===== src/mex_entry_pkg.sv =====
package mex_entry_pkg;

    // operand value and producer tag widths
    localparam int value_w = 16;
    localparam int tag_w = 4;
    localparam int opcode_w = 4;

    // producer or destination tag
    typedef logic [tag_w-1:0] tag_t;

    // pending view of an operand slot
    // tag sits in the low bits, upper bits stay zero
    typedef struct packed {
        logic [value_w-tag_w-1:0] zero;
        tag_t                     tag;
    } pending_slot_t;

    // one operand word, read as value or as pending tag
    // the entry's wake bit selects the reading
    typedef union packed {
        logic [value_w-1:0] value;
        pending_slot_t      pending;
    } operand_slot_u;

    // modifiable part, rewritten in place on wakeup
    typedef struct packed {
        operand_slot_u slot_a;
        operand_slot_u slot_b;
        logic          wake_a;
        logic          wake_b;
    } m_part_t;

    // fixed part, untouched after the write
    typedef struct packed {
        logic [opcode_w-1:0] opcode;
        tag_t                dest;
    } n_part_t;

    // full queue entry, modifiable part on top
    typedef struct packed {
        m_part_t m;
        n_part_t n;
    } entry_t;

endpackage


===== src/mex_csr_pkg.sv =====
package mex_csr_pkg;

    // register bus widths
    localparam int csr_addr_w = 2;
    localparam int csr_data_w = 16;

    typedef logic [csr_addr_w-1:0] csr_addr_t;

    // register map
    localparam csr_addr_t addr_ctrl = 2'd0;
    // occupancy, read only
    localparam csr_addr_t addr_status = 2'd1;
    // wake event count, any write clears
    localparam csr_addr_t addr_wake_cnt = 2'd2;

    // control register bits
    localparam int ctrl_wake_en_bit = 0;
    // write 1, clears itself next cycle
    localparam int ctrl_flush_bit = 1;

    // wake enable out of reset
    localparam logic ctrl_wake_en_rst = 1'b1;

endpackage


===== src/mex_queued_latches.sv =====
`timescale 1ns/100ps

module mex_queued_latches #(
    parameter int DEPTH = 8
) (
    input  logic                                   clk,
    input  logic                                   rst_n,
    // MEM side
    input  logic                                   in_valid,
    input  mex_entry_pkg::entry_t                  in_entry,
    output logic                                   in_ready,
    // EX side
    output logic                                   out_valid,
    output mex_entry_pkg::entry_t                  out_entry,
    input  logic                                   out_ready,
    // in-place update of the modifiable parts
    input  logic [DEPTH-1:0]                       modify_vector,
    input  mex_entry_pkg::m_part_t [DEPTH-1:0]     new_m_vector,
    output mex_entry_pkg::m_part_t [DEPTH-1:0]     old_m_vector,
    // control and status
    input  logic                                   flush,
    output logic [$clog2(DEPTH+1)-1:0]             occupancy
);

    localparam int PTR_W = (DEPTH > 1) ? $clog2(DEPTH) : 1;
    localparam int CNT_W = $clog2(DEPTH + 1);

    // entry storage
    mex_entry_pkg::entry_t slots [DEPTH];

    // per-slot occupied flags
    logic [DEPTH-1:0] slot_vld;
    logic [PTR_W-1:0] wr_ptr;
    logic [PTR_W-1:0] rd_ptr;
    logic [CNT_W-1:0] count;

    logic                  push;
    logic                  pop;
    mex_entry_pkg::entry_t head;

    // pointer advance with wrap for any depth
    function automatic logic [PTR_W-1:0] ptr_next(input logic [PTR_W-1:0] p);
        if (p == PTR_W'(DEPTH - 1)) begin
            return '0;
        end
        return p + 1'b1;
    endfunction

    // handshakes
    assign in_ready = (count != CNT_W'(DEPTH));
    assign push     = in_valid && in_ready;
    assign pop      = out_valid && out_ready;

    // head only leaves once both operands are awake
    assign head      = slots[rd_ptr];
    assign out_entry = head;
    assign out_valid = (count != '0) && head.m.wake_a && head.m.wake_b;
    assign occupancy = count;

    // pointers, count and occupied flags
    always_ff @(posedge clk or negedge rst_n) begin
        if (!rst_n) begin
            wr_ptr   <= '0;
            rd_ptr   <= '0;
            count    <= '0;
            slot_vld <= '0;
        end else if (flush) begin
            // drop everything, slot contents stay as they are
            wr_ptr   <= '0;
            rd_ptr   <= '0;
            count    <= '0;
            slot_vld <= '0;
        end else begin
            if (push) begin
                wr_ptr           <= ptr_next(wr_ptr);
                slot_vld[wr_ptr] <= 1'b1;
            end
            // push and pop never hit the same slot
            if (pop) begin
                rd_ptr           <= ptr_next(rd_ptr);
                slot_vld[rd_ptr] <= 1'b0;
            end
            case ({push, pop})
                2'b10:   count <= count + 1'b1;
                2'b01:   count <= count - 1'b1;
                default: count <= count;
            endcase
        end
    end

    // storage update
    // a new write takes the whole entry, otherwise only the m part may change
    always_ff @(posedge clk) begin
        for (int i = 0; i < DEPTH; i++) begin
            if (push && !flush && (wr_ptr == PTR_W'(i))) begin
                slots[i] <= in_entry;
            end else if (modify_vector[i]) begin
                slots[i].m <= new_m_vector[i];
            end
        end
    end

    // modifiable parts out to the matcher
    always_comb begin
        for (int i = 0; i < DEPTH; i++) begin
            old_m_vector[i] = slots[i].m;
            // empty slot looks fully awake so stale tags never match
            if (!slot_vld[i]) begin
                old_m_vector[i].wake_a = 1'b1;
                old_m_vector[i].wake_b = 1'b1;
            end
        end
    end

endmodule


===== src/mex_wakeup_match.sv =====
`timescale 1ns/100ps

module mex_wakeup_match #(
    parameter int DEPTH = 8
) (
    input  logic                                   wake_en,
    // result broadcast
    input  logic                                   res_valid,
    input  mex_entry_pkg::tag_t                    res_tag,
    input  logic [mex_entry_pkg::value_w-1:0]      res_value,
    // stored entries
    input  mex_entry_pkg::m_part_t [DEPTH-1:0]     old_m_vector,
    output mex_entry_pkg::m_part_t [DEPTH-1:0]     new_m_vector,
    output logic [DEPTH-1:0]                       modify_vector,
    // entry on its way in
    input  mex_entry_pkg::entry_t                  in_entry,
    output mex_entry_pkg::entry_t                  in_entry_woken,
    output logic                                   wake_hit
);

    // hit per operand, bit 1 is slot a, bit 0 is slot b
    function automatic logic [1:0] match_bits(
        input mex_entry_pkg::m_part_t m,
        input logic                   fire,
        input mex_entry_pkg::tag_t    tag
    );
        logic [1:0] hits;
        hits[1] = fire && !m.wake_a && (m.slot_a.pending.tag == tag);
        hits[0] = fire && !m.wake_b && (m.slot_b.pending.tag == tag);
        return hits;
    endfunction

    // woken operand takes the value and flips to the value reading
    function automatic mex_entry_pkg::m_part_t apply_wake(
        input mex_entry_pkg::m_part_t              m,
        input logic [1:0]                          hits,
        input logic [mex_entry_pkg::value_w-1:0]   value
    );
        mex_entry_pkg::m_part_t r;
        r = m;
        if (hits[1]) begin
            r.slot_a.value = value;
            r.wake_a       = 1'b1;
        end
        if (hits[0]) begin
            r.slot_b.value = value;
            r.wake_b       = 1'b1;
        end
        return r;
    endfunction

    logic       fire;
    logic [1:0] slot_hits [DEPTH];
    logic [1:0] in_hits;

    // broadcast only counts with wakeup enabled
    assign fire = res_valid && wake_en;

    always_comb begin
        for (int i = 0; i < DEPTH; i++) begin
            slot_hits[i]     = match_bits(old_m_vector[i], fire, res_tag);
            modify_vector[i] = |slot_hits[i];
            new_m_vector[i]  = apply_wake(old_m_vector[i], slot_hits[i], res_value);
        end
        // same rule for the entry being written this cycle
        in_hits          = match_bits(in_entry.m, fire, res_tag);
        in_entry_woken   = in_entry;
        in_entry_woken.m = apply_wake(in_entry.m, in_hits, res_value);
        wake_hit         = (|modify_vector) || (|in_hits);
    end

endmodule


===== src/mex_csr.sv =====
`timescale 1ns/100ps

module mex_csr #(
    parameter int DEPTH = 8
) (
    input  logic                                     clk,
    input  logic                                     rst_n,
    // register port
    input  logic                                     csr_we,
    input  mex_csr_pkg::csr_addr_t                   csr_addr,
    input  logic [mex_csr_pkg::csr_data_w-1:0]       csr_wdata,
    output logic [mex_csr_pkg::csr_data_w-1:0]       csr_rdata,
    // status in
    input  logic [$clog2(DEPTH+1)-1:0]               occupancy,
    input  logic                                     wake_hit,
    // control out
    output logic                                     wake_en,
    output logic                                     flush
);

    localparam int OCC_W = $clog2(DEPTH + 1);

    logic [mex_csr_pkg::csr_data_w-1:0] wake_cnt;
    logic                               ctrl_wr;
    logic                               cnt_wr;

    assign ctrl_wr = csr_we && (csr_addr == mex_csr_pkg::addr_ctrl);
    assign cnt_wr  = csr_we && (csr_addr == mex_csr_pkg::addr_wake_cnt);

    // wake enable and one-cycle flush pulse
    always_ff @(posedge clk or negedge rst_n) begin
        if (!rst_n) begin
            wake_en <= mex_csr_pkg::ctrl_wake_en_rst;
            flush   <= 1'b0;
        end else begin
            flush <= 1'b0;
            if (ctrl_wr) begin
                wake_en <= csr_wdata[mex_csr_pkg::ctrl_wake_en_bit];
                flush   <= csr_wdata[mex_csr_pkg::ctrl_flush_bit];
            end
        end
    end

    // wake event counter, sticks at all ones
    always_ff @(posedge clk or negedge rst_n) begin
        if (!rst_n) begin
            wake_cnt <= '0;
        end else if (cnt_wr) begin
            // a write clears, whatever the data
            wake_cnt <= '0;
        end else if (wake_hit && (wake_cnt != '1)) begin
            wake_cnt <= wake_cnt + 1'b1;
        end
    end

    // readback mux
    always_comb begin
        csr_rdata = '0;
        case (csr_addr)
            mex_csr_pkg::addr_ctrl: begin
                csr_rdata[mex_csr_pkg::ctrl_wake_en_bit] = wake_en;
                csr_rdata[mex_csr_pkg::ctrl_flush_bit]   = flush;
            end
            mex_csr_pkg::addr_status:   csr_rdata[OCC_W-1:0] = occupancy;
            mex_csr_pkg::addr_wake_cnt: csr_rdata = wake_cnt;
            default:                    csr_rdata = '0;
        endcase
    end

endmodule


===== src/mex_stage_top.sv =====
`timescale 1ns/100ps

module mex_stage_top #(
    parameter int DEPTH = 8
) (
    input  logic                                 clk,
    input  logic                                 rst_n,
    // from MEM
    input  logic                                 in_valid,
    input  mex_entry_pkg::entry_t                in_entry,
    output logic                                 in_ready,
    // to EX
    output logic                                 out_valid,
    output mex_entry_pkg::entry_t                out_entry,
    input  logic                                 out_ready,
    // result broadcast
    input  logic                                 res_valid,
    input  mex_entry_pkg::tag_t                  res_tag,
    input  logic [mex_entry_pkg::value_w-1:0]    res_value,
    // register port
    input  logic                                 csr_we,
    input  mex_csr_pkg::csr_addr_t               csr_addr,
    input  logic [mex_csr_pkg::csr_data_w-1:0]   csr_wdata,
    output logic [mex_csr_pkg::csr_data_w-1:0]   csr_rdata
);

    mex_entry_pkg::m_part_t [DEPTH-1:0] old_m_vector;
    mex_entry_pkg::m_part_t [DEPTH-1:0] new_m_vector;
    logic [DEPTH-1:0]                   modify_vector;
    mex_entry_pkg::entry_t              match_in;
    mex_entry_pkg::entry_t              in_entry_woken;
    logic                               wake_hit;
    logic                               wake_en;
    logic                               flush;
    logic [$clog2(DEPTH+1)-1:0]         occupancy;

    // incoming entry only joins the match when it is taken this cycle
    always_comb begin
        match_in = in_entry;
        if (!(in_valid && in_ready)) begin
            match_in.m.wake_a = 1'b1;
            match_in.m.wake_b = 1'b1;
        end
    end

    mex_queued_latches #(.DEPTH(DEPTH)) q0 (
        .clk(clk), .rst_n(rst_n),
        .in_valid(in_valid), .in_entry(in_entry_woken), .in_ready(in_ready),
        .out_valid(out_valid), .out_entry(out_entry), .out_ready(out_ready),
        .modify_vector(modify_vector), .new_m_vector(new_m_vector),
        .old_m_vector(old_m_vector), .flush(flush), .occupancy(occupancy)
    );

    mex_wakeup_match #(.DEPTH(DEPTH)) wm0 (
        .wake_en(wake_en), .res_valid(res_valid), .res_tag(res_tag),
        .res_value(res_value), .old_m_vector(old_m_vector),
        .new_m_vector(new_m_vector), .modify_vector(modify_vector),
        .in_entry(match_in), .in_entry_woken(in_entry_woken), .wake_hit(wake_hit)
    );

    mex_csr #(.DEPTH(DEPTH)) csr0 (
        .clk(clk), .rst_n(rst_n),
        .csr_we(csr_we), .csr_addr(csr_addr), .csr_wdata(csr_wdata),
        .csr_rdata(csr_rdata), .occupancy(occupancy), .wake_hit(wake_hit),
        .wake_en(wake_en), .flush(flush)
    );

endmodule


===== config.mk =====
export PLATFORM = sky130hd
export DESIGN_NAME = mex_stage_top
export DESIGN_NICKNAME = d
export VERILOG_FILES = /design/src/mex_entry_pkg.sv /design/src/mex_csr_pkg.sv /design/src/mex_queued_latches.sv /design/src/mex_wakeup_match.sv /design/src/mex_csr.sv /design/src/mex_stage_top.sv
export SDC_FILE = /design/constraint.sdc
export NUM_CORES = 1
export LEC_CHECK = 0
export BUFFER_PORTS_ARGS = -buffer_cell sky130_fd_sc_hd__buf_2
export CAP_MARGIN = 5
export CORE_ASPECT_RATIO = 1.25
export CORE_MARGIN = 8
export CORE_UTILIZATION = 42
export DETAILED_ROUTE_END_ITERATION = 6
export MAX_ROUTING_LAYER = met4
export PLACE_DENSITY_LB_ADDON = 0.05
export SYNTH_ARGS = -nofsm -noshare
export SYNTH_HDL_FRONTEND = slang
export SYNTH_HIERARCHICAL = 1
export SYNTH_SLANG_ARGS = --single-unit

===== constraint.sdc =====
create_clock -name clk -period 4.11 [get_ports clk]
set_input_delay 0.411 -clock clk [delete_from_list [all_inputs] [get_ports clk]]
set_output_delay 0.411 -clock clk [all_outputs]
set_load 0.03 [all_outputs]

==> results of run 1 <==
[timing repair]
item / in CTS / in global routing
setup endpoints to repair: 0 / 0
hold endpoints to repair: 35 / 0
gates resized for setup: 0 / 0
hold buffers: 1 / 0
[state kept, by name, indices dropped and copies added, names as in the netlist]
signal and flops:
csr0/wake_en 1, csr0/flush 1, q0/rd_ptr 3, q0/wr_ptr 3
q0/slots 336, csr0/wake_cnt 16, q0/slot_vld 8, q0/occupancy 4
[layout by cell type (no fill, tap or decap), types with 5 or more instances in the layout]
cell,synthesis,layout
and2_1,16,13
a22oi_1,117,117
a221oi_1,22,22
a22o_1,14,14
clkinv_2,0,6
clkbuf_16,0,46
nand2_1,96,95
mux2_1,21,21
and3_1,7,5
mux2i_1,17,17
a21oi_1,26,26
xnor2_1,54,54
edfxtp_1,336,336
nand3_1,30,30
buf_4,278,47
or4_1,5,5
nor2b_1,10,7
nor3_1,17,16
nand2b_1,37,32
nand2b_2,0,5
nand4_4,5,5
xor2_1,19,19
clkinv_1,0,10
buf_2,10,131
dfrtp_1,35,35
nand4_1,23,23
inv_1,15,15
mux2_4,45,45
buf_12,0,12
nand2_2,6,7
o21ai_0,41,41
ha_1,15,15
clkbuf_1,63,8
nand4_2,13,13
nor3_2,11,12
nor2_1,25,24
mux2_2,468,468
or2_2,5,5
a32oi_1,5,5
[through the flow]
stage / cell area [um2] / util, % / worst slack [ns] / total power, uW / hold slack, ns
finish: 25800 / 43.6 / 0.464 / 13800 / 0.0645
global route: 25800 / 43.6 / 0.289 / 14400 / 0.0515
CTS: 25800 / 43.6 / 0.395 / 13900 / 0.0254
detailed placement: 24400 / 41.2 / 0.664 / 9970 / 0.543
global placement: 24400 / 41.2 / 0.690 / 9920 / 0.536
floorplan: 24900 / - / 1.13 / 8390 / 0.115
[report_power, final]
| part | internal, uW | switching, uW |
|---|---|---|
| logic | 1560 | 3200 |
| registers | 4730 | 374 |
| clock network | 2230 | 1660 |
| total | 8520 | 5230 |
[worst max-delay path by stage]
stage / start / to / slack, ns / cells after the start
6_report: q0/rd_ptr[2]$_DFFE_PN0P_ / out_entry[31] / 0.46 / 7
5_1_grt: q0/rd_ptr[2]$_DFFE_PN0P_ / out_entry[18] / 0.29 / 8
4_1_cts: q0/rd_ptr[2]$_DFFE_PN0P_ / out_entry[18] / 0.40 / 8
3_5_place_dp: csr0/wake_en$_DFFE_PN1P_ / csr0/wake_cnt[15]$_DFFE_PN0P_ / 0.66 / 10
3_3_place_gp: csr0/wake_en$_DFFE_PN1P_ / csr0/wake_cnt[15]$_DFFE_PN0P_ / 0.69 / 10
2_1_floorplan: q0/rd_ptr[1]$_DFFE_PN0P_ / q0/occupancy[3]$_DFFE_PN0P_ / 1.13 / 10
[worst reg2reg max path: stages (launching register included)]
cell,delay (ns)
dfstp_2,0.58
nand2_2,0.29
nor3_1,0.44
nand4_2,0.19
nand2_1,0.14
nor2_1,0.06
nand3_1,0.36
nand4_1,0.20
or4_4,0.56
or4_1,0.42
a21oi_1,0.15
[logic make-up (layout without fill, tap and decap cells)]
family,count (synthesis),in the layout
AO/OA/AOI/OAI,249,249
XOR/XNOR,73,73
adder cells (fa/ha/maj),16,16
buffers and inverters,409,284
flip-flops,372,372
multiplexers,554,554
other,0,3
AND/OR/NAND/NOR,331,331
[layer usage]
layer / wire (um) / vias up
li1: - / 6977
met1: 35900 / 8031
met2: 39200 / 494
met3: 3610 / 106
met4: 2150 / 0
met5: 0 / -
[layout make-up]
class,instances,area share [%]
multi-input cells,1223,43.1
flip-flops and latches,372,42.7
well taps,765,3.72
repair buffers,191,4.89
clock inverters,24,0.806
inverters,15,0.219
clock buffers,54,4.58
diodes,3,0.0291
==> key figures, run 1 <==
Routing
  – Routed len/inst: 30.5 um
  – Pre-antenna DRT Iters: 5
  – Number of antenna-violating nets in the routed design: 0
  – Routed WL: 80,800 um
  – Vias/cell: 5.90
  – DRC: 0
  – DR vias: around 16,000
  – DR iter-0 viols: 1,266

Synth
  – Syn nets: 2,106
  – Main synth FF type: edfxtp_1
  – Count leader, synth: mux2_2
  – Yosys cell types: 71
  – Simple-gate portion of the synthesized area: 7.92%
  – Synth Register Bits: about 370
  – Syn Inst Count: 2,004
  – Mux contribution to synthesized area: 25.8%
  – Asr flop ratio synth: 9.68%
  – Synth area leaders: edfxtp_1 41%, mux2_2 21%, buf_4 8.4%
  – Post-Synthesis Mean Instance Area: ~12 um2
  – Adder-Cell Fraction of Synth Area: 0.834%
  – Yosys warnings: 6
  – Post-Synth XOR/XNOR Area: 2.57%
  – EDFF count, synth: 336
  – Seq/Total Area, Yosys: 44.1%
  – Synth Area in Compound Gates: 7.16%
  – Post-synth top cells: 468 x mux2_2, 336 x edfxtp_1, 278 x buf_4
  – Post-Syn Area: 24,900 um2
  – Dominant cell type by area after synthesis: edfxtp_1
  – Largest family of logic cells by synthesized area: multiplexers
  – Top cell type's share of synthesized area: ~41%

STA
  – Final period util: 88.7%
  – Setup TNS: 0 ns
  – # setup viols final: 0
  – Final Max Slew Viols: 0
  – Achievable Freq: 274 MHz
  – Min Tclk post-route: 3.65 ns
  – RSZ-0062 raised after global routing: false
  – Post-Route Skew: 0.0151 ns
  – Worst-margin pin slew: 0.904 ns
  – Final hold violations: 0
  – Slew margin rel.: 39.3%

Run
  – MaxCap Viol Count: 0

Floorplanning
  – Die ar.: 67,400 um2
  – Die Ht: 288 um
  – Chip width: 234 um
  – Initial Utilization: 42.2%
  – CORE AREA: approximately 59,000 um2
  – # rows: 100
  – Top-level port count: 146

Finish
  – FF+latch area: ~11,000 um2
  – P&R area growth vs syn: 3.45%
  – Filler cells: 5,454
  – Layout Nets: ~2,000
  – Fraction of layout instances using a drive strength above 1: 44.5%
  – Area occupied by multi-input gates: 11,100 um2
  – Non-Filler Instances: 2,647

Setup path
  – Data arrival, critical path: ~3.2 ns
  – Crit Path Class: flop to output pin
  – Worst r2r src: csr0/wake_en$_DFFE_PN1P_
  – Critical Path Start Type: flop
  – Slowest stage delay, CP: about 0.70 ns
  – Critical path capture point type: output pin
  – Worst reg-to-reg path cell count: 10
  – Critical Path RT: 3.70 ns
  – Most frequent CP cell: buf_4
  – Register-to-register setup slack: 0.64 ns
  – Top fanout value on the critical path: 26
  – FF-to-FF End: csr0/wake_cnt[15]$_DFFE_PN0P_
  – Top Family by Delay on Critical Path: buffers and inverters
  – CP cell instances: buf_4, buf_4, nor3b_2, buf_4, a22oi_1, nand4_1, buf_2
  – WP buf/inv: 4
  – Crit path max-delay cell type: dfrtp_1

Power and ir drop
  – Static leakage: 0.00920 uW
  – Pwr dens: 534 nW/um2
  – Maximum VDD drop: approximately 0.48 mV

CTS
  – Clk_lat worst skew: 0.58 ns
  – CTS clk-pin slew, worst paths: 0.06 ns
  – Clock sinks: 372
  – H-tree levels: 2
  – CTS tree: done
  – CTS Buf Count: 44
  – CTS root buf: clkbuf_16
  – # Post-CTS Setup Buffers: 0
  – Longest Clk Path Bufs: 3

Outcome
  – Status: completed

Place
  – RD Place Congestion: 0.845
  – HPWL after DPL: between 40,000 and 50,000 um
  – Dpl cells: 2,565
  – PortBufs: 131

Hold path
  – Hold/Removal Path Class: input pin to flop
  – Hold Path Stages: 2
  – Min-delay src: csr_wdata[0]
  – Hold endpoint: csr0/wake_en$_DFFE_PN1P_

Global routing
  – Vias in the first global route: 16,100
  – Largest net degree at the start of global routing: 41
  – GR met2 Demand/Resource: 40.1%
  – GRT overflow: 0
  – Grt peak-use layer: met2
  – Grt met3 use: approximately 2.7%
  – Met1 track demand over resource: 32.0%
  – Initial antenna violation count: 3
  – GRT Overall Usage: 24.4%
  – First-pass GRT wire length: 117,000 um
(Power assumes the default switching activity.)
==> inputs of run 2 (changes only) <==
--- a/config.mk
+++ b/config.mk
@@ -6,10 +6,9 @@
 export NUM_CORES = 1
 export LEC_CHECK = 0
 export BUFFER_PORTS_ARGS = -buffer_cell sky130_fd_sc_hd__buf_2
-export CAP_MARGIN = 5
 export CORE_ASPECT_RATIO = 1.25
 export CORE_MARGIN = 8
-export CORE_UTILIZATION = 42
+export CORE_UTILIZATION = 50
 export DETAILED_ROUTE_END_ITERATION = 6
 export MAX_ROUTING_LAYER = met4
 export PLACE_DENSITY_LB_ADDON = 0.05
==> run 2 against run 1 <==
Compared with the run above: hold slack better by 0.026 ns; critical path type unchanged; sequential power hardly changed; power shrank 1.7%; worst setup slack worse by 0.069 ns; first-iteration DRC count increased by 1.6%; largest power group unchanged.
==> key figures, run 2 (synthesis gave the netlist of run 1 again) <==
CTS
  – CTS tree: done
  – # resized after CTS: 0 (unchanged)
  – CTS clk-pin slew, worst paths: 0.06 ns (about the same)
  – Clock sinks: 372 (unchanged)
  – Clk_lat worst skew: 0.57 ns (about the same)
  – CTS root buf: clkbuf_16
  – Longest Clk Path Bufs: 3 (unchanged)
  – H-tree levels: 2 (unchanged)
  – CTS Buf Count: 42 (-4.5%)

Setup path
  – Register-to-register setup slack: 0.66 ns (+0.02 ns)
  – Top fanout value on the critical path: 20 (-23%)
  – Crit path to: out_entry[20]
  – Worst reg-to-reg path cell count: 10 (unchanged)
  – Critical path capture point type: output pin
  – Critical Path Start Type: flop
  – Crit Path Class: flop to output pin
  – Critical Path RT: 3.70 ns (about the same)
  – Worst r2r src: csr0/wake_en$_DFFE_PN1P_
  – Data arrival, critical path: 3.30 ns (+0.07 ns)
  – FF-to-FF End: csr0/wake_cnt[15]$_DFFE_PN0P_
  – CP Launch Point: q0/rd_ptr[1]$_DFFE_PN0P_

Power and ir drop
  – Static leakage: 0.00917 uW (-0.31%)
  – Pwr dens: 530 nW/um2 (-0.79%)
  – Maximum VDD drop: 0.650 mV (+35%)

Routing
  – DR iter-0 viols: 1,286 (+1.6%)
  – Routed len/inst: 29.7 um (-2.8%)
  – Routed WL: 75,000 um (-7.2%)
  – Pre-antenna DRT Iters: 6 (+1)
  – DRC: 0 (unchanged)
  – Number of antenna-violating nets in the routed design: 0 (unchanged)
  – DR vias: 15,700 (+0.54%)
  – Vias/cell: 6.21 (+5.3%)

Finish
  – Largest reg by FF count: q0/slots
  – Largest register FFs: 336 (unchanged)
  – Commonest cells after routing, fill and taps aside: 468 x mux2_2, 336 x edfxtp_1, 131 x buf_2
  – P&R area growth vs syn: 2.44%
  – Commonest non-fill, non-tap cell in the layout: mux2_2
  – Regs by FF count: q0/slots (336), csr0/wake_cnt (16), q0/slot_vld (8)
  – Fin util: 51.7% (+8.1 points)
  – Layout Nets: 1,946 (-0.15%)
  – Fraction of layout instances using a drive strength above 1: 44.3% (-0.20 points)

Floorplanning
  – # rows: 91 (-9.0%)
  – Top-level port count: 146 (unchanged)
  – Die ar.: 57,200 um2 (-15%)
  – Die Ht: 266 um (-7.9%)
  – CORE AREA: 49,300 um2 (-17%)
  – Chip width: 216 um (-7.8%)
  – Initial Utilization: 50.5% (+8.3 points)

Global routing
  – Initial antenna violation count: 2 (-1)
  – Largest net degree at the start of global routing: 77 (+88%)
  – GRT Overall Usage: 26.3% (+1.8 points)
  – GRT overflow: 0 (unchanged)
  – Met1 track demand over resource: 34.3% (+2.3 points)
  – Grt peak-use layer: met2
  – First-pass GRT wire length: 110,000 um (-5.7%)
  – Grt met3 use: 2.86% (+0.21 points)
  – GR met2 Demand/Resource: 43.1% (+3.0 points)
  – Vias in the first global route: 16,000 (-0.68%)

STA
  – Final period util: 90.4% (+1.7 points)
  – # setup viols final: 0 (unchanged)
  – Final Max Slew Viols: 0 (unchanged)
  – Setup TNS: 0 ns (unchanged)
  – Slew margin rel.: 40.6% (+1.3 points)
  – Achievable Freq: 269 MHz (-1.9%)
  – Worst Slack Setup Final: 0.395 ns (-0.0689 ns)
  – Worst-margin pin slew: 0.892 ns (-0.0120 ns)
  – RSZ-0062 raised after global routing: false
  – Final hold violations: 0 (unchanged)
  – Min Tclk post-route: 3.71 ns (+0.0689 ns)
  – Post-Route Skew: 0.0253 ns (+0.0102 ns)

Place
  – PortBufs: 131 (unchanged)
  – Pre-CTS setup slack: 0.652 ns (-0.0119 ns)
  – HPWL after DPL: 46,200 um (-5.1%)
  – RD Place Congestion: 0.861 (+2.0%)

Hold path
  – Hold/Removal Path Class: input pin to flop
  – Min-delay src: csr_wdata[0]

Run
  – MaxCap Viol Count: 0 (unchanged)

Outcome
  – Status: completed
run 2: cell count changes in the layout (fill, tap and decap cells not counted), sizes merged:
cell,before,now
clkbuf,54,59
clkinvlp,3,0
clkinv,17,15
diode,3,1
buf,190,189
bufinv,3,2
inv,16,15
run 2: routing by layer:
metal,vias to the layer above,wire length (um)
li1,6956,-
met1,8088,32500
met2,541,36500
met3,108,3940
met4,0,2050
met5,-,0
run 2: final cells by class:
class | count | area [um2]
inverter | 15 | 56.3
timing repair buffer | 190 | 1200
multi-input combinational | 1223 | 11100
fill | 4283 | 23800
clock inverter | 17 | 139
antenna | 1 | 2.50
clock buffer | 59 | 1210
tap | 651 | 815
sequential | 372 | 11000
run 2: power by group:
| group | internal, uW | switching (uW) |
|---|---|---|
| registers | 4730 | 373 |
| logic | 1540 | 3120 |
| clock network | 2180 | 1570 |
run 2: through the flow:
step / area (um2) / hold WS (ns) / cells / power, uW
5_1_grt: 25500 / 0.0821 / 2528 / 14100
3_5_place_dp: 24200 / 0.555 / 2450 / 9840
4_1_cts: 25500 / 0.0586 / 2527 / 13600
2_1_floorplan: 24900 / 0.115 / 2004 / 8390
3_3_place_gp: 24200 / 0.532 / 2450 / 9790
6_report: 25500 / 0.0908 / 2528 / 13500
run 2: worst min path at each step:
stage / endpoint / slack (ns) / cells past startpoint
2_1_floorplan: csr0/flush$_DFF_PN0_ / 0.12 / 0
3_3_place_gp: csr0/wake_cnt[9]$_DFFE_PN0P_ / 0.53 / 1
3_5_place_dp: csr0/wake_cnt[9]$_DFFE_PN0P_ / 0.55 / 1
4_1_cts: csr0/wake_en$_DFFE_PN1P_ / 0.06 / 2
5_1_grt: csr0/wake_en$_DFFE_PN1P_ / 0.08 / 2
6_report: csr0/wake_en$_DFFE_PN1P_ / 0.09 / 2
run 2: repair_timing:
action / in CTS / in global routing
endpoints found under the hold margin: 35 / 0
hold buffers: 1 / 0
buffers inserted: 0 / 0
run 2: worst max-delay path: stages (launching register included):
cell      delay, ns
dfrtp_1        0.53
buf_4          0.30
nor2b_1        0.22
nor2b_4        0.75
buf_4          0.39
a221oi_1       0.13
nand3_1        0.16
buf_2          0.23
